<file path="src/source/vlsu_align_pkg.sv">
// vector-load byte aligner shared definitions
// widths, queue depths and credit counts for all three stages

package vlsu_align_pkg;

  //====================================================================
  // datapath widths
  //====================================================================
  // element and fragment width in bits
  localparam int LSU_DATAW  = 64;
  // byte lanes per element
  localparam int LSU_BYTEW  = 8;

  //====================================================================
  // queues and credits
  //====================================================================
  // fragment queue entries, also the load unit credits after reset
  localparam int FRAG_DEPTH = 2;
  // writeback queue entries
  localparam int WB_DEPTH   = 2;
  // credits held toward the consumer after reset
  localparam int WB_CREDITS = 4;
  // consumer credit counter width, must hold WB_CREDITS
  localparam int WB_CRDW    = 3;

endpackage

</file>
<file path="src/source/vlsu_ld_align_buffer.sv">
// load align buffer
// packs contiguous byte fragments into whole elements: rotates each
// fragment onto the fill position, merges it in, carries the wrapped
// bytes into the next element, and closes a partial element on an
// exception fragment

`timescale 1ns/1ps

module vlsu_ld_align_buffer (
  input  logic                                 align_clk,
  input  logic                                 cpurst_b,
  input  logic                                 flush,
  input  logic                                 frag_vld,
  input  logic [vlsu_align_pkg::LSU_DATAW-1:0] frag_data,
  input  logic [vlsu_align_pkg::LSU_BYTEW-1:0] frag_bytes_vld,
  input  logic                                 frag_expt,
  input  logic                                 wb_space,
  output logic                                 frag_pop,
  output logic                                 elem_vld,
  output logic [vlsu_align_pkg::LSU_DATAW-1:0] elem_data,
  output logic [vlsu_align_pkg::LSU_BYTEW-1:0] elem_bytes_vld,
  output logic                                 elem_expt
);

  // partial element under construction
  logic [vlsu_align_pkg::LSU_DATAW-1:0]   data_q;
  logic [vlsu_align_pkg::LSU_BYTEW-1:0]   bytes_vld_q;
  // one-hot, points at first empty lane
  logic [vlsu_align_pkg::LSU_BYTEW-1:0]   rot_q;

  logic [2*vlsu_align_pkg::LSU_DATAW-1:0] data_dbl;
  logic [2*vlsu_align_pkg::LSU_BYTEW-1:0] bytes_dbl;
  logic [vlsu_align_pkg::LSU_DATAW-1:0]   data_aft_rot;
  logic [vlsu_align_pkg::LSU_BYTEW-1:0]   bytes_aft_rot;
  logic [vlsu_align_pkg::LSU_DATAW-1:0]   bytes_vld_ext;
  logic [vlsu_align_pkg::LSU_DATAW-1:0]   data_merge;
  logic [vlsu_align_pkg::LSU_BYTEW-1:0]   bytes_merge;
  logic                                   merge_full;
  logic [vlsu_align_pkg::LSU_DATAW-1:0]   data_next;
  logic [vlsu_align_pkg::LSU_BYTEW-1:0]   bytes_next;
  logic [vlsu_align_pkg::LSU_BYTEW-1:0]   rot_next;
  logic                                   pop_normal;
  logic                                   pop_expt;

  //====================================================================
  // pop control
  //====================================================================
  // flush wins, head stays queued for the next cycle
  // wb_space guarantees room for a completing element
  assign frag_pop   = frag_vld && wb_space && !flush;
  assign pop_normal = frag_pop && !frag_expt;
  assign pop_expt   = frag_pop && frag_expt;

  //====================================================================
  // rotate onto fill position
  //====================================================================
  // rotate left by the lane index of rot_q
  // doubled word, upper half is the rotated value
  always_comb
  begin
    data_dbl  = '0;
    bytes_dbl = '0;
    for (int k = 0; k < vlsu_align_pkg::LSU_BYTEW; k++)
    begin
      if (rot_q[k])
      begin
        data_dbl  = {frag_data, frag_data}
                    << ((vlsu_align_pkg::LSU_DATAW / vlsu_align_pkg::LSU_BYTEW) * k);
        bytes_dbl = {frag_bytes_vld, frag_bytes_vld} << k;
      end
    end
  end

  assign data_aft_rot  = data_dbl[2*vlsu_align_pkg::LSU_DATAW-1:vlsu_align_pkg::LSU_DATAW];
  assign bytes_aft_rot = bytes_dbl[2*vlsu_align_pkg::LSU_BYTEW-1:vlsu_align_pkg::LSU_BYTEW];

  //====================================================================
  // merge
  //====================================================================
  // byte mask widened to bit mask
  always_comb
  begin
    for (int i = 0; i < vlsu_align_pkg::LSU_BYTEW; i++)
    begin
      bytes_vld_ext[i*8 +: 8] = {8{bytes_vld_q[i]}};
    end
  end

  // old bytes kept, new bytes fill the empty lanes
  assign bytes_merge = bytes_aft_rot | bytes_vld_q;
  assign data_merge  = (data_q & bytes_vld_ext) | (data_aft_rot & ~bytes_vld_ext);
  assign merge_full  = &bytes_merge;

  // on completion only the wrapped bytes survive, in the low lanes
  // wrapped = rotated lanes that collide with old lanes
  assign bytes_next = merge_full ? (bytes_aft_rot & bytes_vld_q) : bytes_merge;
  assign data_next  = merge_full ? data_aft_rot : data_merge;

  // new fill position, one above highest valid lane
  // mask is contiguous from lane 0, so last hit wins
  always_comb
  begin
    rot_next    = '0;
    rot_next[0] = 1'b1;
    for (int k = 0; k < vlsu_align_pkg::LSU_BYTEW - 1; k++)
    begin
      if (bytes_next[k])
      begin
        rot_next      = '0;
        rot_next[k+1] = 1'b1;
      end
    end
  end

  //====================================================================
  // state
  //====================================================================
  always_ff @(posedge align_clk or negedge cpurst_b)
  begin
    if (!cpurst_b)
    begin
      bytes_vld_q <= '0;
      rot_q       <= {{(vlsu_align_pkg::LSU_BYTEW-1){1'b0}}, 1'b1};
    end
    else if (flush || pop_expt)
    begin
      // discard partial element, restart at lane 0
      bytes_vld_q <= '0;
      rot_q       <= {{(vlsu_align_pkg::LSU_BYTEW-1){1'b0}}, 1'b1};
    end
    else if (pop_normal)
    begin
      bytes_vld_q <= bytes_next;
      rot_q       <= rot_next;
    end
  end

  // payload, qualified by bytes_vld_q
  always_ff @(posedge align_clk)
  begin
    if (pop_normal)
      data_q <= data_next;
  end

  //====================================================================
  // element out
  //====================================================================
  // completes in the same cycle as the pop
  assign elem_vld  = pop_expt || (pop_normal && merge_full);
  assign elem_expt = pop_expt;

  // exception: partial element as is, empty lanes zeroed
  assign elem_data      = frag_expt ? (data_q & bytes_vld_ext) : data_merge;
  assign elem_bytes_vld = frag_expt ? bytes_vld_q : bytes_merge;

endmodule

</file>
<file path="src/source/vlsu_ld_align_top.sv">
// vector-load byte aligner top
// fragment queue -> align buffer -> writeback credit stage

`timescale 1ns/1ps

module vlsu_ld_align_top (
  input  logic                                 align_clk,
  input  logic                                 cpurst_b,
  input  logic                                 in_vld,
  input  logic [vlsu_align_pkg::LSU_DATAW-1:0] in_data,
  input  logic [vlsu_align_pkg::LSU_BYTEW-1:0] in_bytes_vld,
  input  logic                                 in_expt,
  output logic                                 in_credit,
  input  logic                                 flush,
  output logic                                 out_vld,
  output logic [vlsu_align_pkg::LSU_DATAW-1:0] out_data,
  output logic [vlsu_align_pkg::LSU_BYTEW-1:0] out_bytes_vld,
  output logic                                 out_expt,
  input  logic                                 out_credit
);

  // fragment queue head
  logic                                 frag_vld;
  logic [vlsu_align_pkg::LSU_DATAW-1:0] frag_data;
  logic [vlsu_align_pkg::LSU_BYTEW-1:0] frag_bytes_vld;
  logic                                 frag_expt;
  logic                                 frag_pop;
  // finished element
  logic                                 elem_vld;
  logic [vlsu_align_pkg::LSU_DATAW-1:0] elem_data;
  logic [vlsu_align_pkg::LSU_BYTEW-1:0] elem_bytes_vld;
  logic                                 elem_expt;
  logic                                 wb_space;

  vlsu_ld_frag_stage frag0 (
    .align_clk      (align_clk),
    .cpurst_b       (cpurst_b),
    .in_vld         (in_vld),
    .in_data        (in_data),
    .in_bytes_vld   (in_bytes_vld),
    .in_expt        (in_expt),
    .frag_pop       (frag_pop),
    .in_credit      (in_credit),
    .frag_vld       (frag_vld),
    .frag_data      (frag_data),
    .frag_bytes_vld (frag_bytes_vld),
    .frag_expt      (frag_expt)
  );

  vlsu_ld_align_buffer align0 (
    .align_clk      (align_clk),
    .cpurst_b       (cpurst_b),
    .flush          (flush),
    .frag_vld       (frag_vld),
    .frag_data      (frag_data),
    .frag_bytes_vld (frag_bytes_vld),
    .frag_expt      (frag_expt),
    .wb_space       (wb_space),
    .frag_pop       (frag_pop),
    .elem_vld       (elem_vld),
    .elem_data      (elem_data),
    .elem_bytes_vld (elem_bytes_vld),
    .elem_expt      (elem_expt)
  );

  vlsu_wb_credit_stage wb0 (
    .align_clk      (align_clk),
    .cpurst_b       (cpurst_b),
    .elem_vld       (elem_vld),
    .elem_data      (elem_data),
    .elem_bytes_vld (elem_bytes_vld),
    .elem_expt      (elem_expt),
    .out_credit     (out_credit),
    .wb_space       (wb_space),
    .out_vld        (out_vld),
    .out_data       (out_data),
    .out_bytes_vld  (out_bytes_vld),
    .out_expt       (out_expt)
  );

endmodule

</file>
<file path="src/source/vlsu_ld_frag_stage.sv">
// load fragment queue
// buffers fragments from the load unit and hands the head to the
// align buffer, returning one credit upstream per entry popped

`timescale 1ns/1ps

module vlsu_ld_frag_stage (
  input  logic                                 align_clk,
  input  logic                                 cpurst_b,
  input  logic                                 in_vld,
  input  logic [vlsu_align_pkg::LSU_DATAW-1:0] in_data,
  input  logic [vlsu_align_pkg::LSU_BYTEW-1:0] in_bytes_vld,
  input  logic                                 in_expt,
  input  logic                                 frag_pop,
  output logic                                 in_credit,
  output logic                                 frag_vld,
  output logic [vlsu_align_pkg::LSU_DATAW-1:0] frag_data,
  output logic [vlsu_align_pkg::LSU_BYTEW-1:0] frag_bytes_vld,
  output logic                                 frag_expt
);

  // entry storage, payload only
  logic [vlsu_align_pkg::LSU_DATAW-1:0] q_data  [vlsu_align_pkg::FRAG_DEPTH];
  logic [vlsu_align_pkg::LSU_BYTEW-1:0] q_bytes [vlsu_align_pkg::FRAG_DEPTH];
  logic                                 q_expt  [vlsu_align_pkg::FRAG_DEPTH];

  logic [$clog2(vlsu_align_pkg::FRAG_DEPTH)-1:0]   wr_ptr;
  logic [$clog2(vlsu_align_pkg::FRAG_DEPTH)-1:0]   rd_ptr;
  logic [$clog2(vlsu_align_pkg::FRAG_DEPTH+1)-1:0] q_cnt;

  //====================================================================
  // pointers and occupancy
  //====================================================================
  // no full check, the load unit never sends without a credit
  always_ff @(posedge align_clk or negedge cpurst_b)
  begin
    if (!cpurst_b)
    begin
      wr_ptr    <= '0;
      rd_ptr    <= '0;
      q_cnt     <= '0;
      in_credit <= 1'b0;
    end
    else
    begin
      if (in_vld)
        wr_ptr <= (wr_ptr == vlsu_align_pkg::FRAG_DEPTH - 1) ? '0 : wr_ptr + 1'b1;
      if (frag_pop)
        rd_ptr <= (rd_ptr == vlsu_align_pkg::FRAG_DEPTH - 1) ? '0 : rd_ptr + 1'b1;
      // push and pop together leave count alone
      if (in_vld && !frag_pop)
        q_cnt <= q_cnt + 1'b1;
      else if (!in_vld && frag_pop)
        q_cnt <= q_cnt - 1'b1;
      // one credit back per entry gone, a cycle after the pop
      in_credit <= frag_pop;
    end
  end

  // write side
  always_ff @(posedge align_clk)
  begin
    if (in_vld)
    begin
      q_data[wr_ptr]  <= in_data;
      q_bytes[wr_ptr] <= in_bytes_vld;
      q_expt[wr_ptr]  <= in_expt;
    end
  end

  //====================================================================
  // head entry to align buffer
  //====================================================================
  assign frag_vld       = (q_cnt != '0);
  assign frag_data      = q_data[rd_ptr];
  assign frag_bytes_vld = q_bytes[rd_ptr];
  assign frag_expt      = q_expt[rd_ptr];

endmodule

</file>
<file path="src/source/vlsu_wb_credit_stage.sv">
// writeback credit stage
// queues finished elements and sends one per cycle to the consumer
// while a credit is held; returned credits refill the counter

`timescale 1ns/1ps

module vlsu_wb_credit_stage (
  input  logic                                 align_clk,
  input  logic                                 cpurst_b,
  input  logic                                 elem_vld,
  input  logic [vlsu_align_pkg::LSU_DATAW-1:0] elem_data,
  input  logic [vlsu_align_pkg::LSU_BYTEW-1:0] elem_bytes_vld,
  input  logic                                 elem_expt,
  input  logic                                 out_credit,
  output logic                                 wb_space,
  output logic                                 out_vld,
  output logic [vlsu_align_pkg::LSU_DATAW-1:0] out_data,
  output logic [vlsu_align_pkg::LSU_BYTEW-1:0] out_bytes_vld,
  output logic                                 out_expt
);

  logic [vlsu_align_pkg::LSU_DATAW-1:0] q_data  [vlsu_align_pkg::WB_DEPTH];
  logic [vlsu_align_pkg::LSU_BYTEW-1:0] q_bytes [vlsu_align_pkg::WB_DEPTH];
  logic                                 q_expt  [vlsu_align_pkg::WB_DEPTH];

  logic [$clog2(vlsu_align_pkg::WB_DEPTH)-1:0]   wr_ptr;
  logic [$clog2(vlsu_align_pkg::WB_DEPTH)-1:0]   rd_ptr;
  logic [$clog2(vlsu_align_pkg::WB_DEPTH+1)-1:0] q_cnt;
  logic [vlsu_align_pkg::WB_CRDW-1:0]            crd_cnt;

  logic q_nonempty;
  logic send;
  logic bypass;
  logic push;
  logic pop;

  //====================================================================
  // send decision
  //====================================================================
  assign q_nonempty = (q_cnt != '0);
  // empty queue lets a new element go straight to the output regs
  assign send       = (crd_cnt != '0) && (q_nonempty || elem_vld);
  assign bypass     = send && !q_nonempty;
  assign push       = elem_vld && !bypass;
  assign pop        = send && q_nonempty;
  assign wb_space   = (q_cnt < vlsu_align_pkg::WB_DEPTH);

  //====================================================================
  // queue and credit counter
  //====================================================================
  always_ff @(posedge align_clk or negedge cpurst_b)
  begin
    if (!cpurst_b)
    begin
      wr_ptr  <= '0;
      rd_ptr  <= '0;
      q_cnt   <= '0;
      crd_cnt <= vlsu_align_pkg::WB_CRDW'(vlsu_align_pkg::WB_CREDITS);
      out_vld <= 1'b0;
    end
    else
    begin
      if (push)
        wr_ptr <= (wr_ptr == vlsu_align_pkg::WB_DEPTH - 1) ? '0 : wr_ptr + 1'b1;
      if (pop)
        rd_ptr <= (rd_ptr == vlsu_align_pkg::WB_DEPTH - 1) ? '0 : rd_ptr + 1'b1;
      if (push && !pop)
        q_cnt <= q_cnt + 1'b1;
      else if (!push && pop)
        q_cnt <= q_cnt - 1'b1;
      // send and return together cancel out
      if (send && !out_credit)
        crd_cnt <= crd_cnt - 1'b1;
      else if (!send && out_credit)
        crd_cnt <= crd_cnt + 1'b1;
      out_vld <= send;
    end
  end

  always_ff @(posedge align_clk)
  begin
    if (push)
    begin
      q_data[wr_ptr]  <= elem_data;
      q_bytes[wr_ptr] <= elem_bytes_vld;
      q_expt[wr_ptr]  <= elem_expt;
    end
  end

  // output payload, head first, else the bypassed element
  always_ff @(posedge align_clk)
  begin
    if (send)
    begin
      out_data      <= q_nonempty ? q_data[rd_ptr]  : elem_data;
      out_bytes_vld <= q_nonempty ? q_bytes[rd_ptr] : elem_bytes_vld;
      out_expt      <= q_nonempty ? q_expt[rd_ptr]  : elem_expt;
    end
  end

endmodule

</file>
<file path="config.mk">
export PLATFORM = sky130hd
export DESIGN_NAME = vlsu_ld_align_top
export DESIGN_NICKNAME = d
export VERILOG_FILES = /design/src/source/vlsu_align_pkg.sv /design/src/source/vlsu_ld_align_buffer.sv /design/src/source/vlsu_ld_align_top.sv /design/src/source/vlsu_ld_frag_stage.sv /design/src/source/vlsu_wb_credit_stage.sv
export SDC_FILE = /design/constraint.sdc
export NUM_CORES = 1
export LEC_CHECK = 0
export BUFFER_PORTS_ARGS = -buffer_cell sky130_fd_sc_hd__clkbuf_2
export CORE_ASPECT_RATIO = 2
export CORE_MARGIN = 8
export CORE_UTILIZATION = 45
export DETAILED_ROUTE_END_ITERATION = 6
export PLACE_DENSITY = 0.66
export SYNTH_ARGS = -nofsm -noshare
export SYNTH_HDL_FRONTEND = slang
export SYNTH_SLANG_ARGS = --single-unit
</file>
<file path="constraint.sdc">
create_clock -name align_clk -period 10 [get_ports align_clk]
set_input_delay 0.5 -clock align_clk [delete_from_list [all_inputs] [get_ports align_clk]]
set_output_delay 0.5 -clock align_clk [all_outputs]
set_load 0.01 [all_outputs]
</file>
==> impl_metrics.py <==
metrics = {
    "yosys": {
        "seq_area_frac_synth_pct": 58.6,
        "ys_ff_latch": 457,
        "syn_area_per_cell_um2": 12.0,
        "yosysUniqueCellTypes": 62,
        "ys.flop_type": "edfxtp_1",
        "synth_area_um2": 23200,
        "synth_area_leaders": "edfxtp_1 (56%), a211oi_1 (6.7%), mux2_2 (5.5%), nand2_1 (4.4%), mux2i_1 (3.5%)",
        "async_reset_ff_share_pct": 6.13,
        "yosysTopAreaCellShare_pct": 55.5,
        "synth-edff-count": 429,
        "syn_nets": 2020,
        "yosys_warnings": 0,
        "syn_inst": 1938,
        "yosys.area.top_type": "edfxtp_1",
    },
    "finish": {
        "multiInputGateArea_um2": 8930,
        "fill_cells": 4548,
        "final_area_um2": 25700,
        "fin_nets": 2088,
        "mostFrequentLayoutCells": "edfxtp_1 (429), nand2_1 (272), a211oi_1 (207), clkbuf_2 (152), mux2_2 (113)",
        "seqCellArea_um2": 13600,
        "n_antenna_cell": 0,
        "syn_to_final_growth_pct": 10.9,
        "layout_commonest_cell": "edfxtp_1",
        "final_layout_size_suffix_gt1_share_pct": 19.6,
    },
    "clock_network": {
        "cts_sinks": 457,
        "clkTransAtPathRegs_ns": 0.07,
        "cts_setup_buffers": 0,
        "cts_resized": 0,
        "root_buffer": "clkbuf_16",
        "max-clock-path-buffers": 3,
        "htree_levels": 2,
        "cts_buffers": 40,
        "tritoncts": "done",
        "clock_latency_ns": 0.58,
    },
    "timing": {
        "holdWs_ns": 0.115,
        "setup_viol": 0,
        "setup_slack_ns": 4.61,
        "fin_crit_sh_pct": 53.9,
        "maxSlewViolCount": 0,
        "fin_skew_ns": 0.0218,
        "fmax_mhz": 186,
        "rsz0062_at_grt": "false",
        "fin_crit_ns": 5.39,
        "slew_headroom_pct": 19.9,
        "hold_violations": 0,
        "setup_tns_ns": 0,
        "tightest_slew_ns": 1.20,
    },
    "route": {
        "met1_length_um": 26900,
        "drt-wirelength-per-cell_um": 26.3,
        "top_layer": "met4",
        "drc": 0,
        "dr_wl_met2_um": 35700,
        "num_vias": 16988,
        "wl_met3_um": 4130,
        "drtAntennaViolNets": 0,
        "drt_iter0_drc": 1879,
        "dr.pass1.iters": 6,
        "vias_per_cell": 6.32,
        "routed_wl_um": 70700,
    },
    "place": {
        "dpl.hpwl_um": 50700,
        "port_buffers": 152,
        "pre_cts_slack_ns": 4.73,
        "finalWeightedCongestion": 0.974,
        "place_area_um2": 24500,
    },
    "run_status": {
        "status": "finished, final reports clean",
    },
    "die": {
        "pin_count": 153,
        "num_rows": 117,
        "core_area_um2": 50900,
        "die_y_um": 337,
        "start_util_pct": 45.5,
        "fp.dieW_um": 177,
        "die_area_um2": 59500,
    },
    "global_routing": {
        "grt_max_degree": 87,
        "grt_pass1_vias": 16890,
        "antenna_found_initial": 1,
        "grt_pass1_wl_um": 106000,
        "grt_usage_pct": 23.4,
        "grt.overflow.total": 0,
    },
    "worst_setup_path": {
        "path_max_fanout": 63,
        "cp.arrival_ns": 5.57,
        "cp-end-kind": "flop",
        "critPathRequiredTime_ns": 10.18,
        "start_kind": "flop",
        "critPathKind": "reg2reg",
    },
    "pwr": {
        "vdd_drop_max_mv": 0.220,
        "p_leak_uw": 0.00895,
        "total_power_uw": 9620,
        "power.density_nw_per_um2": 374,
    },
    "min_path": {
        "hold_class": "in2reg",
    },
    "flow_run": {
        "cap_violations": 0,
    },
}
==> state kept, by name, summed over array words and instances (netlist names), 3 cells and up <==
| register | count |
|---|---|
| frag0.q_data | 128 |
| wb0.q_data | 128 |
| align0.data_q | 64 |
| wb0.out_data | 64 |
| frag0.q_bytes | 16 |
| wb0.q_bytes | 16 |
| align0.bytes_vld_q | 8 |
| wb0.out_bytes_vld | 8 |
| align0.rot_q | 7 |
| wb0.crd_cnt | 3 |
==> layout make-up <==
cell class                 count  share of cell area, %
tap                          654                   3.18
clock inverter                21                  0.705
clock buffer                  51                   4.09
inverter                      18                  0.263
sequential                   457                   52.9
multi-input combinational   1297                   34.7
timing repair buffer         192                   4.14
==> critical path, cell delays in order (launching register included) <==
cell,delay (ns)
dfrtp_1,0.65
clkinv_1,0.86
o22ai_1,0.34
a2111oi_0,0.16
o31ai_1,0.65
nor2_1,0.26
nor3_2,0.44
o221ai_1,0.31
inv_1,0.15
and2_2,0.32
buf_4,0.76
==> synthesized netlist by cell type (3+ instances only) <==
master    number
nor3b_1        3
o311ai_0       9
nand2_1      272
buf_1          7
inv_1         13
o21ai_0       52
a31oi_1       75
nor2b_1       72
a221oi_1      86
a32o_1         5
mux2i_1       81
clkinv_1       5
maj3_2         5
o22ai_1        6
buf_2         11
xor2_1         7
a211o_1        8
a22oi_1       28
nand2b_1       9
nand2_2        4
mux2_2       113
a21o_1         8
a21oi_1       34
or3_1          3
nand3_1       11
xnor2_1        6
a222oi_1       3
edfxtp_1     429
clkbuf_1     145
or2_2          7
a22o_1         7
o211ai_1      11
a311oi_1      23
and2_1         4
dfrtp_1       26
a211oi_1     207
o221ai_1      26
nor2_1        81
ha_1           3
==> power breakdown <==
| group | total [uW] | leakage (uW) | switching, uW | internal (uW) |
|---|---|---|---|---|
| Combinational | 4790 | 0.00395 | 3140 | 1650 |
| Clock | 1500 | 0.000608 | 699 | 806 |
| Sequential | 3330 | 0.00439 | 287 | 3040 |
| Total | 9620 | 0.00895 | 4130 | 5490 |
==> worst paths after layout <==
path / startpoint / end / slack (ns) / cells past startpoint
setup / recovery: align0.rot_q[1] / wb0.q_data[1][22] / 4.61 / 10
hold / removal: in_bytes_vld[7] / frag0.q_bytes[1][7] / 0.12 / 1
setup reg to reg: align0.rot_q[1] / wb0.q_data[1][22] / 4.61 / 10
hold reg to reg: frag0.q_cnt[1] / frag0.q_cnt[1] / 0.48 / 1
max in group asynchronous: cpurst_b / wb0.rd_ptr / 8.88 / 2
min in group asynchronous: cpurst_b / frag0.wr_ptr / 0.53 / 2
==> cells by family (layout without fill, tap and decap cells) <==
kind of cell	count (synthesis)	count (layout)	share of synthesized area [%]
XOR/XNOR	13	13	0.491
multiplexers	195	195	9.04
adder cells (fa/ha/maj)	10	10	0.534
buffers and inverters	184	282	3.12
AO/OA/AOI/OAI	604	604	19.2
AND/OR/NAND/NOR	475	475	8.99
flip-flops	457	457	58.6
==> stage by stage <==
step	utilization, %	cells
floorplan	-	1938
global placement	48.0	2617
detailed placement	48.0	2617
CTS	50.5	2690
global route	50.5	2690
finish	50.5	2690
==> layer usage <==
metal,global-route usage (%),up-vias
met3,3.28,181
met4,12.5,0
met2,40.8,719
li1,-,7815
met1,27.4,8273
met5,0,-
==> what timing repair did <==
action	CTS	global route
endpoints found under the setup margin	0	0
endpoints found under the hold margin	1	0
hold buffers	1	0
Power figures use the tool's default switching activity.
